### src/verilog/exu_mon_pkg.sv
// Shared constants and types for the execution unit health monitor
// Every monitor block takes what it needs from here by a wildcard import
package exu_mon_pkg;

   // A register file write word is 64 data bits and one parity bit per byte
   localparam int IRF_WORD_W = 72;
   localparam int IRF_BYTES  = 8;
   localparam int REG_ADDR_W = 5;

   // A request may stay high this many cycles plus one before it counts as stalled
   localparam int STALL_LIMIT = 5;
   // Wide enough to hold STALL_LIMIT+1, where the run counters saturate
   localparam int STALL_CNT_W = 3;

   // The event count saturates at its all-ones value
   localparam int ERR_COUNT_W = 8;

   // Error sources double as sticky flag indices and first_src codes
   localparam int         NUM_SRC     = 3;
   localparam logic [1:0] SRC_WRITE   = 2'd0;
   localparam logic [1:0] SRC_RESTORE = 2'd1;
   localparam logic [1:0] SRC_DIV     = 2'd2;

   // Flat view with the whole data word on top and check bits below it
   typedef struct packed {
      logic [IRF_BYTES*8-1:0] data;
      logic [IRF_BYTES-1:0]   check;
   } irf_flat_t;

   // Lane view of the same bits, where par[i] covers lane[i]
   typedef struct packed {
      logic [IRF_BYTES-1:0][7:0] lane;
      logic [IRF_BYTES-1:0]      par;
   } irf_lanes_t;

   typedef union packed {
      irf_flat_t  flat;
      irf_lanes_t lanes;
   } irf_word_u;

endpackage

### src/verilog/mon_event_if.sv
// Event bundle between the monitor front ends and the error log
// The checker and the watchdog each drive their own group, the log reads both
`timescale 1ns/1ns

interface mon_event_if;
   import exu_mon_pkg::*;

   // Write checker group, one pulse per cycle with a parity mismatch
   logic                  wr_err;
   logic [REG_ADDR_W-1:0] wr_err_rd;
   // Bit 0 flags port 1 and bit 1 flags port 2
   logic [1:0]            wr_err_port;
   // Failing lanes of both ports ORed together, kept for debug probing
   logic [IRF_BYTES-1:0]  wr_err_lanes;

   // Watchdog group, one pulse per cycle while a request is stalled
   logic                  restore_stall;
   logic                  div_stall;

   modport wchk (
      output wr_err, wr_err_rd, wr_err_port, wr_err_lanes
   );

   modport wdog (
      output restore_stall, div_stall
   );

   // The log sees everything even though it only folds a subset of it
   modport log (
      input wr_err, wr_err_rd, wr_err_port, wr_err_lanes,
      input restore_stall, div_stall
   );

endinterface

### src/verilog/exu_health_monitor.sv
// Top level of the execution unit health monitor
// Sits beside the register file write path and the restore and divide requests
// It only observes; the outputs give the sticky error state and alarm
`timescale 1ns/1ns

module exu_health_monitor (
   input  logic                                clk,
   input  logic                                arst_n,
   input  logic                                enable,
   input  logic                                clear,
   input  logic                                irf_wen1,
   input  logic                                irf_wen2,
   input  logic [exu_mon_pkg::IRF_WORD_W-1:0]  irf_data1,
   input  logic [exu_mon_pkg::IRF_WORD_W-1:0]  irf_data2,
   input  logic [exu_mon_pkg::REG_ADDR_W-1:0]  irf_rd,
   input  logic                                restore_request,
   input  logic                                div_wb_req,
   output logic [exu_mon_pkg::NUM_SRC-1:0]     err_sticky,
   output logic [exu_mon_pkg::ERR_COUNT_W-1:0] err_count,
   output logic [1:0]                          first_src,
   output logic [exu_mon_pkg::REG_ADDR_W-1:0]  first_rd,
   output logic                                first_valid,
   output logic                                alarm
);
   import exu_mon_pkg::*;

   // Events from both front ends meet here on their way to the log
   mon_event_if ev ();

   // The raw write words are read as lanes inside the checker
   irf_write_checker u_wchk (
      .clk    (clk),
      .arst_n (arst_n),
      .enable (enable),
      .wen1   (irf_wen1),
      .wen2   (irf_wen2),
      .data1  (irf_word_u'(irf_data1)),
      .data2  (irf_word_u'(irf_data2)),
      .rd     (irf_rd),
      .ev     (ev.wchk)
   );

   req_stall_watchdog u_wdog (
      .clk             (clk),
      .arst_n          (arst_n),
      .enable          (enable),
      .restore_request (restore_request),
      .div_wb_req      (div_wb_req),
      .ev              (ev.wdog)
   );

   // Log outputs lag the event pulses by one edge
   monitor_error_log u_log (
      .clk         (clk),
      .arst_n      (arst_n),
      .clear       (clear),
      .ev          (ev.log),
      .err_sticky  (err_sticky),
      .err_count   (err_count),
      .first_src   (first_src),
      .first_rd    (first_rd),
      .first_valid (first_valid),
      .alarm       (alarm)
   );

endmodule

### src/verilog/irf_write_checker.sv
// Byte parity check on both register file write ports
// Raises one registered error pulse per cycle in which an enabled port writes a bad word
`timescale 1ns/1ns

module irf_write_checker (
   input  logic                               clk,
   input  logic                               arst_n,
   input  logic                               enable,
   input  logic                               wen1,
   input  logic                               wen2,
   input  exu_mon_pkg::irf_word_u             data1,
   input  exu_mon_pkg::irf_word_u             data2,
   input  logic [exu_mon_pkg::REG_ADDR_W-1:0] rd,
   mon_event_if.wchk                          ev
);
   import exu_mon_pkg::*;

   // Per-lane mismatch of each port, already gated by its write enable
   logic [IRF_BYTES-1:0] bad1;
   logic [IRF_BYTES-1:0] bad2;
   // Which ports carry at least one bad lane
   logic [1:0]           port_hit;
   // Next value of the error strobe
   logic                 err_d;

   // Even parity, so a lane fails when its data XOR its check bit is 1
   function automatic logic [IRF_BYTES-1:0] lane_fail(input irf_word_u w);
      logic [IRF_BYTES-1:0] fail;
      for (int i = 0; i < IRF_BYTES; i++) begin
         fail[i] = (^w.lanes.lane[i]) ^ w.lanes.par[i];
      end
      return fail;
   endfunction

   // A port that is not writing cannot be wrong
   assign bad1 = wen1 ? lane_fail(data1) : '0;
   assign bad2 = wen2 ? lane_fail(data2) : '0;

   assign port_hit[0] = |bad1;
   assign port_hit[1] = |bad2;

   // Nothing is reported while the monitor is switched off
   assign err_d = enable & (|port_hit);

   always_ff @(posedge clk or negedge arst_n) begin
      if (!arst_n) begin
         ev.wr_err       <= 1'b0;
         ev.wr_err_port  <= 2'b00;
         ev.wr_err_rd    <= '0;
         ev.wr_err_lanes <= '0;
      end else begin
         ev.wr_err       <= err_d;
         ev.wr_err_port  <= enable ? port_hit : 2'b00;
         // The register number only means something while wr_err is high
         ev.wr_err_rd    <= rd;
         // Both ports share one register number, so the lane masks are simply merged
         ev.wr_err_lanes <= enable ? (bad1 | bad2) : '0;
      end
   end

endmodule

### src/verilog/monitor_error_log.sv
// Error log of the health monitor
// Folds the event pulses into sticky flags, a saturating count and a first-error record
`timescale 1ns/1ns

module monitor_error_log (
   input  logic                                clk,
   input  logic                                arst_n,
   input  logic                                clear,
   mon_event_if.log                            ev,
   output logic [exu_mon_pkg::NUM_SRC-1:0]     err_sticky,
   output logic [exu_mon_pkg::ERR_COUNT_W-1:0] err_count,
   output logic [1:0]                          first_src,
   output logic [exu_mon_pkg::REG_ADDR_W-1:0]  first_rd,
   output logic                                first_valid,
   output logic                                alarm
);
   import exu_mon_pkg::*;

   // Events of this cycle, one bit per source
   logic [NUM_SRC-1:0] ev_vec;
   // At least one source fired this cycle
   logic               any_ev;
   // Source that would be recorded as the first error this cycle
   logic [1:0]         pick_src;
   logic [REG_ADDR_W-1:0] pick_rd;

   assign ev_vec[SRC_WRITE]   = ev.wr_err;
   assign ev_vec[SRC_RESTORE] = ev.restore_stall;
   assign ev_vec[SRC_DIV]     = ev.div_stall;

   assign any_ev = |ev_vec;

   // Write beats restore beats divide when several fire together
   always_comb begin
      pick_src = SRC_DIV;
      pick_rd  = '0;
      if (ev.wr_err) begin
         pick_src = SRC_WRITE;
         // Only a write error has a meaningful register number
         pick_rd  = ev.wr_err_rd;
      end else if (ev.restore_stall) begin
         pick_src = SRC_RESTORE;
      end
   end

   always_ff @(posedge clk or negedge arst_n) begin
      if (!arst_n) begin
         err_sticky  <= '0;
         err_count   <= '0;
         first_src   <= 2'b00;
         first_rd    <= '0;
         first_valid <= 1'b0;
      end else if (clear) begin
         // Clear wins, so whatever arrives in this cycle is lost
         err_sticky  <= '0;
         err_count   <= '0;
         first_src   <= 2'b00;
         first_rd    <= '0;
         first_valid <= 1'b0;
      end else begin
         err_sticky <= err_sticky | ev_vec;

         // One count per event cycle, however many sources fired in it
         if (any_ev && (err_count != '1)) begin
            err_count <= err_count + 1'b1;
         end

         // The record freezes on the first event and stays until clear
         if (any_ev && !first_valid) begin
            first_valid <= 1'b1;
            first_src   <= pick_src;
            first_rd    <= pick_rd;
         end
      end
   end

   // Alarm follows the flags directly
   assign alarm = |err_sticky;

endmodule

### src/verilog/req_stall_watchdog.sv
// Watchdog on the restore request and the divide write-back request
// Each request gets its own run counter; a stall pulse repeats while the run is too long
`timescale 1ns/1ns

module req_stall_watchdog (
   input  logic      clk,
   input  logic      arst_n,
   input  logic      enable,
   input  logic      restore_request,
   input  logic      div_wb_req,
   mon_event_if.wdog ev
);
   import exu_mon_pkg::*;

   // Index 0 is the restore request, index 1 the divide write-back request
   logic [1:0] req;
   logic [1:0] stall_q;

   assign req = {div_wb_req, restore_request};

   for (genvar g = 0; g < 2; g++) begin : g_req
      // Consecutive high samples so far, parked at STALL_LIMIT+1
      logic [STALL_CNT_W-1:0] run_cnt;
      logic                   stall;

      always_ff @(posedge clk or negedge arst_n) begin
         if (!arst_n) begin
            run_cnt <= '0;
            stall   <= 1'b0;
         end else if (!enable || !req[g]) begin
            // Any gap in the run, or the monitor going off, starts over
            run_cnt <= '0;
            stall   <= 1'b0;
         end else begin
            // The count seen here is the one before this sample, so pulses start at sample 7
            stall <= (run_cnt == STALL_CNT_W'(STALL_LIMIT + 1));
            if (run_cnt != STALL_CNT_W'(STALL_LIMIT + 1)) begin
               run_cnt <= run_cnt + 1'b1;
            end
         end
      end

      assign stall_q[g] = stall;
   end

   assign ev.restore_stall = stall_q[0];
   assign ev.div_stall     = stall_q[1];

endmodule
### config.mk
export PLATFORM = sky130hd
export DESIGN_NAME = exu_health_monitor
export DESIGN_NICKNAME = d
export VERILOG_FILES = /design/src/verilog/exu_mon_pkg.sv /design/src/verilog/mon_event_if.sv /design/src/verilog/exu_health_monitor.sv /design/src/verilog/irf_write_checker.sv /design/src/verilog/monitor_error_log.sv /design/src/verilog/req_stall_watchdog.sv
export SDC_FILE = /design/constraint.sdc
export NUM_CORES = 1
export LEC_CHECK = 0
export ABC_AREA = 1
export ABC_CLOCK_PERIOD_IN_PS = 3800
export BUFFER_PORTS_ARGS = -buffer_cell sky130_fd_sc_hd__buf_2
export CORE_MARGIN = 2
export CORE_UTILIZATION = 40
export DETAILED_ROUTE_END_ITERATION = 16
export GPL_TIMING_DRIVEN = 0
export HOLD_SLACK_MARGIN = 0.1
export PLACE_DENSITY = 0.73
export SYNTH_ARGS = -nofsm -noshare
export SYNTH_HDL_FRONTEND = slang
export SYNTH_SLANG_ARGS = --single-unit
### constraint.sdc
create_clock -name clk -period 3.8 [get_ports clk]
set_clock_uncertainty 0.15 [all_clocks]
set_input_delay 0.19 -clock clk [delete_from_list [all_inputs] [get_ports clk]]
set_output_delay 0.19 -clock clk [all_outputs]
set_load 0.005 [all_outputs]
==> impl_summary.log <==
INFO  metric port-buffer-count = between 150 and 200
INFO  metric crit_fanout = 5
INFO  metric grt_util_all_layers = 18.0%
INFO  metric wire_per_inst = 9.65 um
INFO  metric place.detailed.hpwl = 7200 um
INFO  metric grt_start_max_net_pins = 34
INFO  metric place_congestion = 0.787
INFO  metric cts_tree = built
INFO  metric final_net_count = 916
INFO  metric setup.worst_path.class = reg -> reg
INFO  metric timing_worst_slew_pin_value = ~700 ps
INFO  metric clkTransAtPathRegs = ~70 ps
INFO  metric top_level_ports = 177
INFO  metric area_overhead_vs_synth = 35.4%
INFO  metric unrepaired_setup_endpoints_after_global_routing = false
INFO  metric biggest_area_contributors_in_the_synthesized_netlist = dfrtp_1 24%, nand2_1 23%, inv_1 12%
INFO  metric drt_iter0_drc = 65
INFO  metric synth-seq-area-share = a little under a quarter
INFO  metric final_wl = 8300 um
INFO  metric timing_hold_violations_final = 0
INFO  metric number_of_different_library_cells_in_the_post_synthesis_netlist = 27
INFO  metric slew_headroom = 53.2%
INFO  metric cts_max_level = 2
INFO  metric worstSkewPairLatency = slightly below 300 ps
INFO  metric cell_leakage_power = 2.91 nW
INFO  metric met2RoutedLength = 4430 um
INFO  metric grt_overflow_total = 0
INFO  metric final.hold.worst_slack = between 200 and 300 ps
INFO  metric route.met3.wl = 573 um
INFO  metric m1WireLength = 3210 um
INFO  metric depth_of_the_worst_register_to_register_path = 9
INFO  metric layoutNonFillerInstCount = 860
INFO  metric final_total_power = about 1.1 mW
INFO  metric remaining_number_of_nets_flagged_by_the_antenna_check_after_routing = 0
INFO  metric floorplan.initialDensity = 41.7%
INFO  metric finalCriticalPeriod = approximately 1800 ps
INFO  metric syn-cell-area = about 0.0034 mm2
INFO  metric timing.hold.worst_path_depth = 7
INFO  metric yosys.area.top_type_share = between 20% and 30%
INFO  metric slew_violations = 0
INFO  metric numPlacedInstances = 842
INFO  metric crit_arrival = 1830 ps
INFO  metric cts_root_buf = clkbuf_8
INFO  metric timing.fmax = about 0.55 GHz
INFO  metric avgViaCountPerCell = 4.57
INFO  metric chipHeight = 96.7 um
INFO  metric fp-row-count = 33
INFO  metric core_area = 0.00826 mm2
INFO  metric timing.final.setup_violations = 0
INFO  metric post-synth-top-area-cell = dfrtp_1
INFO  metric worst_setup_path_end_kind = register
INFO  metric drc = 0
INFO  metric syn_avg_cell_area = 6.11 um2
INFO  metric yosys_warnings = 0
INFO  metric cts_buffer_depth = 2
INFO  metric first_pass_iters = 4
INFO  metric top_layer_used = met4
INFO  metric max-vdd-ir-drop = 105 uV
INFO  metric antenna_violations_before_repair = 0
INFO  metric clock_sink_count = 33
INFO  metric final_core_util = a little under three fifths
INFO  metric timing.hold.worst.class = in -> reg
INFO  metric syn-instance-count = 563
INFO  metric antennaDiodeCount = 0
INFO  metric power-per-cell-area = around 250 mW/mm2
INFO  metric start_kind = register
INFO  metric die_width = ~97 um
INFO  metric maxCapViolations = 0
INFO  metric synth.net_count = 725
INFO  metric fp.dieArea = 0.00936 mm2
INFO  metric numCtsBuffers = 5
INFO  metric drive_gt1_share = 25.8%
INFO  metric synth_seq_cells = 33
INFO  metric cts-resized-gates = 0
INFO  metric period_share = 47.5%
INFO  metric status = completed
INFO  metric total_via_count_in_the_routed_design = 3934
INFO  metric grt_pass1_wl = between 10000 and 15000 um
INFO  metric fin_setup_tns = 0 ps
INFO  metric via_count_of_the_first_global_routing_pass = 3779
INFO  metric cp_required = between 3000 and 4000 ps
==> timing repair <==
| item | 4_1_cts | 5_1_grt |
|---|---|---|
| buffers inserted | 0 | 0 |
| hold buffers | 10 | 0 |
| endpoints found under the hold margin | 53 | 0 |
==> critical path: stages, from the launching register on <==
cell	delay, ps
dfrtp_1	410
ha_1	220
nand2_1	110
nor3_1	60
nand3_1	110
nand2_4	90
nor2_2	170
nand3_1	130
o21ai_0	180
a21oi_1	60
==> per-stage QoR <==
| stage | cell area [um2] | worst slack [ps] |
|---|---|---|
| after CTS | 4660 | 1980 |
| after global routing | 4660 | 1840 |
| after global placement | 4440 | 2090 |
| final | 4660 | 2000 |
| after floorplan | 3440 | 2180 |
| after detailed placement | 4440 | 2000 |
==> path summary, 6_finish.rpt <==
kind	endpoint	slack, ps	startpoint
setup / recovery	u_log.err_count[6]	2000	u_log.err_count[0]
hold / removal	u_wchk.ev.wr_err	270	irf_wen2
setup reg to reg	u_log.err_count[6]	2000	u_log.err_count[0]
hold reg to reg	u_log.err_count[7]	360	u_log.err_count[7]
max in group asynchronous	u_log.err_sticky[0]	2710	arst_n
min in group asynchronous	u_log.err_count[4]	340	arst_n
==> synthesized netlist by cell type <==
cell	count
nand2_1	212
inv_1	108
nand3_1	63
xnor2_1	38
xor2_1	37
dfrtp_1	33
nor2_1	24
a21oi_1	10
o22ai_1	6
ha_1	5
o21ai_0	4
nor2_4	3
a211oi_1	2
a31oi_1	2
buf_2	2
nor2_2	2
nor3_1	2
a221oi_1	1
buf_6	1
inv_2	1
inv_4	1
nand2_2	1
nand2_4	1
nand3_2	1
o21ai_1	1
o21ai_4	1
o32ai_1	1
==> power breakdown <==
part / leakage [nW] / internal (mW) / total (mW) / switching, mW
logic: 2.42 / 0.203 / 0.437 / 0.234
registers: 0.437 / 0.365 / 0.375 / 0.00984
clock network: 0.0585 / 0.214 / 0.336 / 0.122
total: 2.91 / 0.782 / 1.15 / 0.366
==> state kept, by name (all words and copies together) (netlist names) <==
register / cells
u_wchk.ev.wr_err_rd: 5
u_wchk.ev.wr_err: 1
u_log.first_valid: 1
u_log.first_src: 2
u_wdog.ev.div_stall: 1
u_wdog.g_req.run_cnt: 6
u_wdog.ev.restore_stall: 1
u_log.err_count: 8
u_log.first_rd: 5
u_log.err_sticky: 3
==> area by class of cell <==
cell class,instances,area [um2]
clock inverters,1,30.0
well taps,105,131
repair buffers,184,971
flip-flops and latches,33,826
inverters,110,415
multi-input cells,417,2180
plain buffers,3,21.3
fillers,784,3600
clock buffers,7,86.3
==> cell usage in the layout, fill, tap and decap left out <==
master         count
nand2_1          212
buf_2            176
inv_1            108
nand3_1           63
xnor2_1           38
xor2_1            37
dfrtp_1           33
nor2_1            24
a21oi_1           10
dlygate4sd3_1     10
o22ai_1            6
clkbuf_8           6
ha_1               5
o21ai_0            4
nor2_4             3
a211oi_1           2
a31oi_1            2
nor3_1             2
nor2_2             2
buf_6              1
inv_2              1
o21ai_4            1
nand2_2            1
o32ai_1            1
inv_4              1
nand2_4            1
nand3_2            1
a221oi_1           1
o21ai_1            1
bufinv_16          1
clkbuf_1           1
==> logic make-up after synthesis <==
kind of cell	share of synthesized area, %
AND/OR/NAND/NOR	37.3
buffers and inverters	12.7
XOR/XNOR	19.1
flip-flops	24.0
AO/OA/AOI/OAI	5.05
adder cells (fa/ha/maj)	1.82
==> per-layer routing <==
layer,track usage [%],vias up
met5,0,-
met4,3.90,0
met3,4.12,9
met2,36.1,127
met1,18.7,1717
li1,-,2081
No activity file was read; power rests on OpenSTA's default activity.
